===== src/logic/mm_pkg.sv =====
`default_nettype none

package mm_pkg;

  //********************
  // Matrix geometry.
  //********************
  localparam int DATA_W       = 8;                    // Weight and vector element.
  localparam int ACC_W        = 20;                   // Column sum.
  localparam int NUM_ROWS     = 4;
  localparam int NUM_COLS     = 4;
  localparam int NUM_WEIGHTS  = NUM_ROWS * NUM_COLS;
  localparam int STORE_ADDR_W = 4;
  localparam int ROW_W        = 2;
  localparam int COL_W        = 2;

  //********************
  // Vector types.
  //********************
  typedef logic [DATA_W-1:0]       data_t;
  typedef logic [ACC_W-1:0]        acc_t;
  // Store address is row * NUM_COLS + col, column index runs fastest.
  typedef logic [STORE_ADDR_W-1:0] store_addr_t;
  typedef logic [ROW_W-1:0]        row_idx_t;    // Also the column RAM address.
  typedef logic [COL_W-1:0]        col_idx_t;

  // Weight loader FSM.
  typedef enum logic [1:0] {
    LD_IDLE,
    LD_COPY,
    LD_DONE
  } loader_state_t;

  // Matrix-vector engine FSM.
  typedef enum logic [1:0] {
    EN_IDLE,
    EN_RUN,
    EN_DONE
  } engine_state_t;

endpackage

`default_nettype wire

===== src/logic/weight_mm_top.sv =====
`timescale 1ns/1ns
`default_nettype none

module weight_mm_top (
  input  wire logic                clk,
  input  wire logic                rst_n,
  // Weight store writes, row-major.
  input  wire logic                w_wr_en,
  input  wire mm_pkg::store_addr_t w_wr_addr,
  input  wire mm_pkg::data_t       w_wr_data,
  // Input vector writes.
  input  wire logic                x_wr_en,
  input  wire mm_pkg::row_idx_t    x_wr_sel,
  input  wire mm_pkg::data_t       x_wr_data,
  // Handshakes.
  input  wire logic                load_req,
  output logic                     load_ack,
  input  wire logic                calc_req,
  output logic                     calc_ack,
  // Result read.
  input  wire mm_pkg::col_idx_t    y_sel,
  output mm_pkg::acc_t             y_data
);

  import mm_pkg::*;

  store_addr_t             store_rd_addr;
  data_t                   store_rd_data;
  row_idx_t                col_rd_row;
  data_t [NUM_COLS-1:0]    col_rd_data;   // One word per column RAM.

  //********************
  // Weight store
  //********************
  bram #(
    .DEPTH      (NUM_WEIGHTS),
    .ADDR_W     (STORE_ADDR_W),
    .WIDTH      (DATA_W),
    .RD_LATENCY (1)
  ) weight_store_i (
    .clk     (clk),
    .rst_n   (rst_n),
    .wr_en   (w_wr_en),
    .wr_addr (w_wr_addr),
    .wr_data (w_wr_data),
    .rd_addr (store_rd_addr),
    .rd_data (store_rd_data)
  );

  // Scatter into the column RAMs.
  weight_loader loader_i (
    .clk           (clk),
    .rst_n         (rst_n),
    .load_req      (load_req),
    .load_ack      (load_ack),
    .store_rd_addr (store_rd_addr),
    .store_rd_data (store_rd_data),
    .col_rd_row    (col_rd_row),
    .col_rd_data   (col_rd_data)
  );

  mat_vec_engine engine_i (
    .clk         (clk),
    .rst_n       (rst_n),
    .x_wr_en     (x_wr_en),
    .x_wr_sel    (x_wr_sel),
    .x_wr_data   (x_wr_data),
    .calc_req    (calc_req),
    .calc_ack    (calc_ack),
    .col_rd_row  (col_rd_row),
    .col_rd_data (col_rd_data),
    .y_sel       (y_sel),
    .y_data      (y_data)
  );

endmodule

`default_nettype wire


===== src/logic/mat_vec_engine.sv =====
`timescale 1ns/1ns
`default_nettype none

module mat_vec_engine (
  input  wire logic                                     clk,
  input  wire logic                                     rst_n,
  // Input vector writes.
  input  wire logic                                     x_wr_en,
  input  wire mm_pkg::row_idx_t                         x_wr_sel,
  input  wire mm_pkg::data_t                            x_wr_data,
  // Four-phase compute handshake.
  input  wire logic                                     calc_req,
  output logic                                          calc_ack,
  // Column RAM reads.
  output mm_pkg::row_idx_t                              col_rd_row,
  input  wire mm_pkg::data_t [mm_pkg::NUM_COLS-1:0]     col_rd_data,
  // Result select.
  input  wire mm_pkg::col_idx_t                         y_sel,
  output mm_pkg::acc_t                                  y_data
);

  import mm_pkg::*;

  //********************
  // Declarations
  //********************
  engine_state_t                     state_q;
  row_idx_t                          row_q;     // Row being accumulated.
  logic                              last_row;
  data_t                             x_q [NUM_ROWS];
  acc_t                              acc_q [NUM_COLS];
  logic [NUM_COLS-1:0][2*DATA_W-1:0] prod;      // Full-width products.

  assign col_rd_row = row_q;
  assign last_row   = (row_q == row_idx_t'(NUM_ROWS - 1));
  assign y_data     = acc_q[y_sel];               // Read straight from the sums.

  //********************
  // Input vector
  //********************
  // Writes are ignored while a row walk is under way.
  always_ff @(posedge clk) begin
    if (x_wr_en && (state_q != EN_RUN)) begin
      x_q[x_wr_sel] <= x_wr_data;
    end
  end

  //********************
  // Control FSM
  //********************
  always_ff @(posedge clk or negedge rst_n) begin
    if (!rst_n) begin
      state_q  <= EN_IDLE;
      row_q    <= '0;
      calc_ack <= 1'b0;
    end else begin
      calc_ack <= (state_q == EN_DONE) && calc_req;

      case (state_q)
        EN_IDLE: begin
          if (calc_req) begin
            state_q <= EN_RUN;
            row_q   <= '0;
          end
        end

        EN_RUN: begin
          row_q <= row_q + 1'b1;    // One row per cycle.
          if (last_row) begin
            state_q <= EN_DONE;
          end
        end

        EN_DONE: begin
          if (!calc_req) begin
            state_q <= EN_IDLE;
          end
        end

        default: state_q <= EN_IDLE;
      endcase
    end
  end

  //********************
  // Multiply-accumulate
  //********************
  always_comb begin
    for (int c = 0; c < NUM_COLS; c++) begin
      prod[c] = x_q[row_q] * col_rd_data[c];
    end
  end

  // Sums clear on a new request and hold once the walk ends.
  always_ff @(posedge clk or negedge rst_n) begin
    if (!rst_n) begin
      for (int c = 0; c < NUM_COLS; c++) begin
        acc_q[c] <= '0;
      end
    end else if ((state_q == EN_IDLE) && calc_req) begin
      for (int c = 0; c < NUM_COLS; c++) begin
        acc_q[c] <= '0;
      end
    end else if (state_q == EN_RUN) begin
      for (int c = 0; c < NUM_COLS; c++) begin
        acc_q[c] <= acc_q[c] + acc_t'(prod[c]);
      end
    end
  end

endmodule

`default_nettype wire


===== src/logic/weight_loader.sv =====
`timescale 1ns/1ns
`default_nettype none

module weight_loader (
  input  wire logic                                     clk,
  input  wire logic                                     rst_n,
  // Four-phase load handshake.
  input  wire logic                                     load_req,
  output logic                                          load_ack,
  // Weight store read port.
  output mm_pkg::store_addr_t                           store_rd_addr,
  input  wire mm_pkg::data_t                            store_rd_data,
  // Column RAM read side, driven by the engine.
  input  wire mm_pkg::row_idx_t                         col_rd_row,
  output mm_pkg::data_t [mm_pkg::NUM_COLS-1:0]          col_rd_data
);

  import mm_pkg::*;

  //********************
  // Declarations
  //********************
  loader_state_t       state_q;
  store_addr_t         addr_q;      // Store address on the read port.
  logic                issue_q;     // Addresses still being issued.
  logic                rd_valid_q;  // Store word valid, one cycle after issue.
  row_idx_t            row_q;       // Row of the word on store_rd_data.
  col_idx_t            col_q;       // Column of the word on store_rd_data.
  logic                last_wr;
  logic [NUM_COLS-1:0] col_wr_en;

  assign store_rd_addr = addr_q;

  // Final word of the matrix is being written this cycle.
  assign last_wr = rd_valid_q &&
                   (row_q == row_idx_t'(NUM_ROWS - 1)) &&
                   (col_q == col_idx_t'(NUM_COLS - 1));

  //********************
  // Column RAMs
  //********************
  generate
    for (genvar i = 0; i < NUM_COLS; i++) begin : g_col
      // Only the RAM of the current column takes the word.
      assign col_wr_en[i] = rd_valid_q && (col_q == col_idx_t'(i));

      bram #(
        .DEPTH      (NUM_ROWS),
        .ADDR_W     (ROW_W),
        .WIDTH      (DATA_W),
        .RD_LATENCY (0)
      ) col_ram_i (
        .clk     (clk),
        .rst_n   (rst_n),
        .wr_en   (col_wr_en[i]),
        .wr_addr (row_q),
        .wr_data (store_rd_data),
        .rd_addr (col_rd_row),
        .rd_data (col_rd_data[i])
      );
    end
  endgenerate

  //********************
  // Copy FSM
  //********************
  always_ff @(posedge clk or negedge rst_n) begin
    if (!rst_n) begin
      state_q    <= LD_IDLE;
      addr_q     <= '0;
      issue_q    <= 1'b0;
      rd_valid_q <= 1'b0;
      row_q      <= '0;
      col_q      <= '0;
      load_ack   <= 1'b0;
    end else begin
      rd_valid_q <= issue_q;                              // Store read latency.
      load_ack   <= (state_q == LD_DONE) && load_req;     // Drops with req.

      case (state_q)
        LD_IDLE: begin
          if (load_req) begin
            state_q <= LD_COPY;
            addr_q  <= '0;
            issue_q <= 1'b1;
            row_q   <= '0;
            col_q   <= '0;
          end
        end

        LD_COPY: begin
          // Walk the store, one address per cycle.
          if (issue_q) begin
            if (addr_q == store_addr_t'(NUM_WEIGHTS - 1)) begin
              issue_q <= 1'b0;
            end else begin
              addr_q <= addr_q + 1'b1;
            end
          end
          // Row and column follow the returned words.
          if (rd_valid_q) begin
            if (col_q == col_idx_t'(NUM_COLS - 1)) begin
              col_q <= '0;
              row_q <= row_q + 1'b1;
            end else begin
              col_q <= col_q + 1'b1;
            end
          end
          if (last_wr) begin
            state_q <= LD_DONE;
          end
        end

        LD_DONE: begin
          if (!load_req) begin
            state_q <= LD_IDLE;                           // Requester released.
          end
        end

        default: state_q <= LD_IDLE;
      endcase
    end
  end

endmodule

`default_nettype wire


===== src/logic/bram.sv =====
`timescale 1ns/1ns
`default_nettype none

module bram #(
  parameter int DEPTH      = 16,
  parameter int ADDR_W     = 4,
  parameter int WIDTH      = 8,
  parameter int RD_LATENCY = 1   // 0 reads through, 1 adds an output register.
) (
  input  wire logic              clk,
  input  wire logic              rst_n,
  input  wire logic              wr_en,
  input  wire logic [ADDR_W-1:0] wr_addr,
  input  wire logic [WIDTH-1:0]  wr_data,
  input  wire logic [ADDR_W-1:0] rd_addr,
  output logic      [WIDTH-1:0]  rd_data
);

  logic [WIDTH-1:0] mem [DEPTH];

  always_ff @(posedge clk) begin
    if (wr_en) begin
      mem[wr_addr] <= wr_data;
    end
  end

  generate
    if (RD_LATENCY == 0) begin : g_rd_comb
      assign rd_data = mem[rd_addr]; // Combinational read.
    end else begin : g_rd_reg
      always_ff @(posedge clk or negedge rst_n) begin
        if (!rst_n) begin
          rd_data <= '0;
        end else begin
          rd_data <= mem[rd_addr];
        end
      end
    end
  endgenerate

endmodule

`default_nettype wire


===== config.mk =====
export PLATFORM = sky130hd
export DESIGN_NAME = weight_mm_top
export DESIGN_NICKNAME = d
export VERILOG_FILES = /design/src/logic/mm_pkg.sv /design/src/logic/weight_mm_top.sv /design/src/logic/mat_vec_engine.sv /design/src/logic/weight_loader.sv /design/src/logic/bram.sv
export SDC_FILE = /design/constraint.sdc
export NUM_CORES = 1
export LEC_CHECK = 0
export BUFFER_PORTS_ARGS = -buffer_cell sky130_fd_sc_hd__buf_2
export CAP_MARGIN = 20
export CORE_ASPECT_RATIO = 2
export CORE_MARGIN = 10
export CORE_UTILIZATION = 44
export CTS_CLUSTER_SIZE = 25
export DETAILED_ROUTE_END_ITERATION = 16
export PLACE_DENSITY_LB_ADDON = 0.25
export REMOVE_ABC_BUFFERS = 1
export SETUP_SLACK_MARGIN = 0.1
export SLEW_MARGIN = 25
export SYNTH_ARGS = -nofsm -noshare
export SYNTH_HDL_FRONTEND = slang
export SYNTH_SLANG_ARGS = --single-unit

===== constraint.sdc =====
create_clock -name clk -period 8 [get_ports clk]
set_input_delay 0.8 -clock clk [delete_from_list [all_inputs] [get_ports clk]]
set_output_delay 0.8 -clock clk [all_outputs]
set_load 0.1 [all_outputs]

## Yosys cells after proc, flatten, opt, wreduce, memory -nomap -nowiden

Memories as Yosys holds them, arrays and structs flattened. A register that Yosys moved wholly into a read port is not among the register bits.
Index checks and enable logic that the tools add are counted.

- Bits in registers: 98
- Memory bits (writable): 288
- Input bits: 30
- Output and inout bits: 22
- Word-level logic and storage cells: 121
- Memories: 6

Memories:

| memory | words | width | read ports | clocked after Yosys merged registers in | wr ports | line | source |
|---|---|---|---|---|---|---|---|
| weight_store_i.mem | 16 | 8 | 1 | 1 | 1 | bram.sv:19 | `logic [WIDTH-1:0] mem [DEPTH];` |
| engine_i.x_q | 4 | 8 | 1 | 0 | 1 | mat_vec_engine.sv:30 | `data_t x_q [NUM_ROWS];` |
| loader_i.g_col[0].col_ram_i.mem | 4 | 8 | 1 | 0 | 1 | bram.sv:19 |  |
| loader_i.g_col[1].col_ram_i.mem | 4 | 8 | 1 | 0 | 1 | bram.sv:19 |  |
| loader_i.g_col[2].col_ram_i.mem | 4 | 8 | 1 | 0 | 1 | bram.sv:19 |  |
| loader_i.g_col[3].col_ram_i.mem | 4 | 8 | 1 | 0 | 1 | bram.sv:19 |  |

- Add/sub/neg operators: 8
- $mul: 4
- Magnitude comparators: 1
- Eq/ne operators: 21
- Multiplexer cells: 42
- Bitwise logic cells: 1
- Reduce and logical (&&, ||, !) cells: 24

Operators by type and width:

| kind | count |
|---|---|
| $mux 80 | 2 |
| $add 20x16->20 | 4 |
| $mul 8x8->16 | 4 |
| $bmux 20 s2 | 1 |
| $mux 20 | 2 |
| $mux 2 | 12 |
| $mux 1 | 15 |
| $eq 2x2->1 const B | 6 |
| $mux 4 | 3 |
| $ne 2x1->1 const B | 6 |
| $pmux 2 s2 | 3 |
| $pmux 2 s3 | 2 |
| $logic_and 1x1->1 | 10 |
| $ne 2x2->1 const B | 5 |
| $reduce_and 3->1 | 3 |
| $pmux 4 s2 | 1 |
| $reduce_and 4->1 | 2 |
| $add 2x1->2 const B | 3 |
| $eq 2x1->1 const B | 3 |
| $logic_not 2->1 | 3 |
| $reduce_bool 2->1 | 3 |
| $add 4x1->4 const B | 1 |
| $eq 4x4->1 const B | 1 |
| $reduce_and 2->1 | 2 |
| other kinds (4) | 4 |

## Logic depth before layout (Yosys ltp)

- Depth in word-level cells: 5
- Gate-level depth with buffers: 23
- Gate-level depth less buffers: 19

## Hierarchy

From an unflattened synthesis, not the netlist that was laid out.

- Cell total of the unflattened synthesis: 2205
- Area total of the unflattened synthesis: 26331.5 sq um

Modules (own cells, without submodules):

| module | times used | cells each | area an instance (sq um) | sequential area each (sq um) |
|---|---|---|---|---|
| mat_vec_engine | 1 | 1718 | 15637.5 | 3088.0 |
| bram at weight_store_i | 1 | 229 | 5187.5 | 4043.9 |
| bram at loader_i.g_col[0].col_ram_i ... | 4 | 46 | 1188.6 | 960.9 |
| weight_loader | 1 | 74 | 752.0 | 325.3 |

## Worst setup path after synthesis

No wires, ideal clock.

- Kind: register to register
- From: register engine_i.row_q[0] (netlist: engine_i.col_rd_row[0])
- To: register engine_i.acc_q[39] in the netlist's numbering
- Library setup time: 110 ps
- Arrival time: 5328 ps
- Required time: 7890 ps
- Setup slack: 2562 ps
- Cell stages (with the launch flop): 20
- Path buffers: 3
- Period minus slack after synthesis: 5438 ps
- Cell sequence: dfrtp_1 -> clkbuf_1 -> buf_2 -> buf_2 -> mux2_2 -> o21ai_0 -> nor2_1 -> fa_1 -> fa_1 -> fa_1 -> inv_1 -> fa_1 -> inv_1 -> ha_1 -> a21o_1 -> a221oi_2 -> a221oi_1 -> a2111oi_2 -> o311ai_0 -> o41ai_1

- Longest elaborated chain between the ends: 5
- Elaborated cells on any way between the ends: 6
- Those cells by class: 1 x add/sub; 1 x mul; 2 x mux; 2 x memory

Ends and longest elaborated chain:

| what | line | source |
|---|---|---|
| start, declared | mat_vec_engine.sv:28 | `row_idx_t row_q;` |
| start signal, assigned | mat_vec_engine.sv:68 | `row_q <= row_q + 1'b1;` |
| $mem_v2 4x8 (on tied branches) | -- |  |
| $mul 8x8->16 (*) | mat_vec_engine.sv:90 | `prod[c] = x_q[row_q] * col_rd_data[c];` |
| $add 20x16->20 (*) | mat_vec_engine.sv:106 | `acc_q[c] <= acc_q[c] + acc_t'(prod[c]);` |
| $mux 80 (*) | mat_vec_engine.sv:104 | `end else if (state_q == EN_RUN) begin` |
| $mux 80 (*) | mat_vec_engine.sv:100 | `end else if ((state_q == EN_IDLE) && calc_req) begin` |
| end signal, assigned by index | mat_vec_engine.sv:106 |  |
| end, declared | mat_vec_engine.sv:31 | `acc_t acc_q [NUM_COLS];` |

Every way passes the cells marked *; elsewhere a longest branch is shown, timed or not. The select of a mux whose other input is x is not followed.
A chain may end at the register's enable or synchronous reset.

## Worst setup path after layout

Same ends and word-level chain as after synthesis.

==> results.toml <==
[critical_path]
critical_path.endpoint = "engine_i.acc_q[39]$_DFFE_PN0P_"
cp_top_family = "adder cells"
cp_cell_sequence = "buf_4 -> mux2_2 -> o21ai_0 -> nor2_1 -> fa_1 -> fa_1 -> fa_1 -> inv_1 -> fa_1 -> inv_1 -> ha_1 -> a21o_1 -> a221oi_2 -> a221oi_1 -> a2111oi_2 -> o311ai_0 -> o41ai_1"
cp_data_arrival_time_ns = 6.81
critical_path.max_fanout = 37
critical_path.n_buffers_inverters = 3
worstReg2RegStart = "engine_i.col_rd_row[0]$_DFFE_PN0P_"
timing_worst_setup_path_type = "flop to flop"
cp_peak_stage_delay_ns = 0.81
worstSetupEndpointType = "flop"
worst-path-stages = 17
critPathLaunchType = "flop"
crit_slowest_cell = "sky130_fd_sc_hd__dfrtp_4"
ff2ff_path_depth = 17
cp_data_required_time_ns = 8.46
worst_path_most_repeated_cell = "sky130_fd_sc_hd__fa_1"
cp_launch_point = "engine_i.col_rd_row[0]$_DFFE_PN0P_"
reg2reg_setup_slack_ns = 1.65
regToRegEndpoint = "engine_i.acc_q[39]$_DFFE_PN0P_"

[synthesis]
synth.area.top_cells = "sky130_fd_sc_hd__edfxtp_1 (33%), sky130_fd_sc_hd__fa_1 (15%), sky130_fd_sc_hd__dfrtp_1 (10%)"
synth-seq-cells = 394
async_flop_share_pct = 26.9
xor_and_xnor_fraction_of_the_mapped_netlist_area_pct = 1.29
synth.top_cells.by_count = "sky130_fd_sc_hd__inv_1 (405), sky130_fd_sc_hd__edfxtp_1 (288), sky130_fd_sc_hd__nand2_1 (275), sky130_fd_sc_hd__fa_1 (200), sky130_fd_sc_hd__ha_1 (174)"
synth_enable_flop_cells = 288
top_cell_type_s_share_of_synthesized_area_pct = 32.6
syn-cell-area_sq_mm = 0.0265
synthMostInstantiatedCell = "sky130_fd_sc_hd__inv_1"
synth_warnings = 0
post_synth_num_cell_types = 70
adder_cell_area_share_of_the_yosys_netlist_pct = 23.3
synthSimpleGateAreaFrac_pct = 9.32
yosys-mux-area-fraction_pct = 7.91
synth_area_per_inst_sq_um = 11.3
synth_compound_gate_area_share_pct = 8.41
seq_area_frac_synth_pct = 42.7
synthesis.instances = 2335
cell_taking_the_most_area_after_synthesis = "sky130_fd_sc_hd__edfxtp_1"
yosys_most_used_dff = "sky130_fd_sc_hd__edfxtp_1"
dominant_combinational_cell_family_by_area_after_synthesis = "adder cells"

[final_layout]
diodes_inserted = 0
num-nets-final = 2772
num-fill-cells = 5410
post_route_cells_drive_above_1_share_pct = 10.2
area_taken_by_multi_input_logic_gates_sq_mm = 0.0133
ff_latch_area_sq_mm = 0.0113
area_growth_pct = 9.05

[sta]
worst_slew_pin_slew_ns = 1.08
setup_violations = 0
worst_clock_skew_ns = 0.0165
report.final.hold_viol_count = 0
slew_headroom_pct = 28.3
post-route-worst-setup-slack_ns = 1.65
worst_hold_margin_ns = 0.0496
maxClockFrequency_mhz = 158
final_period_minus_worst_setup_slack_ns = 6.35
fin_setup_tns_ns = 0
layout_worst_path_cycle_share_pct = 79.3
setup_repair_after_global_routing_missed_its_margin = "no"
report.final.slew_viol_count = 0

[place]
dp_worst_setup_slack_ns = 1.70
place.gp.congestion = 0.914
place.detailed.hpwl_mm = 53.4
count_of_port_buffers_added_during_placement = 51

[die]
die_area_sq_mm = 0.0710
io_pins = 52
chipWidth_um = 194
floorplan.initialDensity_pct = 44.3
dieHeight_um = 367
placeableCoreArea_sq_mm = 0.0597
num_rows = 127

[flow_run]
max-cap-violations = 0

[clock_network]
cts.reportedPaths.clkPinSlew_ns = 0.06
clk_root_buffer_cell = "sky130_fd_sc_hd__clkbuf_16"
cts_post_setup_buffers_inserted = 0
htree_num_levels = 2
cts_resized = 0
cts_buffers = 37
numClockSinks = 394
source_to_sink_clock_delay_at_the_later_pin_of_the_worst_skew_pair_ns = 0.59
hold_fix_buffer_count_after_cts = 0
cts_tree = "built"
cts.path.max_buffers = 3

[route]
drt-total-wl_mm = 67.9
viasPerCell = 5.42
first_pass_iters = 5
drt_iter0_drc = 778
avgRoutedWirePerCell_um = 21.4
vias = 17200
drc_violations_left = 0
number_of_antenna_violating_nets_in_the_routed_design = 0

[global_route]
global_route.usage.total_pct = 19.0
global_route.overflow_total = 0
vias_in_the_first_global_route = 18600
global_route_wire_length_before_repair_mm = 105
antenna_violations_before_repair = 0
grt_start_max_net_pins = 67

[min_path]
worstHoldPathType = "primary input to async pin"

[status]
run_status = "finished, final reports clean"
worst min path at each step:
stage | startpoint | to | cells past startpoint
3_5_place_dp | loader_i.issue_q$_DFFE_PN0P_ | loader_i.rd_valid_q$_DFF_PN0_ | 0
3_3_place_gp | loader_i.issue_q$_DFFE_PN0P_ | loader_i.rd_valid_q$_DFF_PN0_ | 0
5_1_grt | rst_n | engine_i.calc_ack$_DFF_PN0_ | 1
2_1_floorplan | loader_i.issue_q$_DFFE_PN0P_ | loader_i.rd_valid_q$_DFF_PN0_ | 0
4_1_cts | rst_n | engine_i.calc_ack$_DFF_PN0_ | 1
6_report | rst_n | engine_i.calc_ack$_DFF_PN0_ | 1
placed cells by master (no fill, tap or decap), types with 35 or more instances in the layout:
cell                        count
sky130_fd_sc_hd__inv_1        405
sky130_fd_sc_hd__edfxtp_1     288
sky130_fd_sc_hd__nand2_1      275
sky130_fd_sc_hd__fa_1         200
sky130_fd_sc_hd__ha_1         174
sky130_fd_sc_hd__nor2_1       128
sky130_fd_sc_hd__o21ai_0      105
sky130_fd_sc_hd__dfrtp_1      103
sky130_fd_sc_hd__mux2i_1       61
sky130_fd_sc_hd__mux4_2        52
sky130_fd_sc_hd__a21oi_1       51
sky130_fd_sc_hd__buf_2         50
sky130_fd_sc_hd__and2_1        48
sky130_fd_sc_hd__clkbuf_16     38
sky130_fd_sc_hd__nand3_1       35
cells by family (layout without fill, tap and decap cells):
| logic type | count (synthesis) | count (layout) |
|---|---|---|
| buf+inv | 492 | 553 |
| flops | 394 | 394 |
| fa+ha+maj | 374 | 374 |
| mux | 141 | 141 |
| compound gates | 335 | 335 |
| xor+xnor | 39 | 39 |
| simple gates | 560 | 560 |
area by class of cell:
type,count,share of cell area (%)
sequential,394,39.1
clock buffer,47,3.48
multi-input combinational,1449,46.2
inverter,405,5.26
tap,774,3.35
clock inverter,20,0.853
timing repair buffer,81,1.73
metrics by stage:
step	cell area (sq um)	instances	utilization, %
final	28900	3170	48.4
after CTS	28900	3170	48.4
after global routing	28900	3170	48.4
after detailed placement	27600	3103	46.3
after floorplan	26100	2248	-
after global placement	27600	3102	46.2
state kept, by name (all words and copies together), names as in the netlist:
| signal | cells |
|---|---|
| engine_i.acc_q | 80 |
| engine_i.calc_ack | 1 |
| engine_i.col_rd_row | 2 |
| engine_i.state_q | 2 |
| engine_i.x_q | 32 |
| loader_i.col_q | 2 |
| loader_i.g_col.col_ram_i.mem | 128 |
| loader_i.issue_q | 1 |
| loader_i.load_ack | 1 |
| loader_i.rd_valid_q | 1 |
| loader_i.row_q | 2 |
| loader_i.state_q | 2 |
| loader_i.store_rd_addr | 4 |
| weight_store_i.mem | 128 |
| weight_store_i.rd_data | 8 |
metal layers:
metal / vias up / wire length [um] / share of wire, % / track usage [%]
met2: 427 / 37500 / 55 / 36.6
met1: 8599 / 22300 / 33 / 17.4
met4: 0 / 5970 / 8.8 / 15.3
met3: 214 / 2140 / 3.1 / 2.09
li1: 7944 / - / - / -
met5: - / 0 / 0 / 0
Power is not shown: default switching activity piles up to over one toggle a cycle in this logic, so the estimate is an artifact.
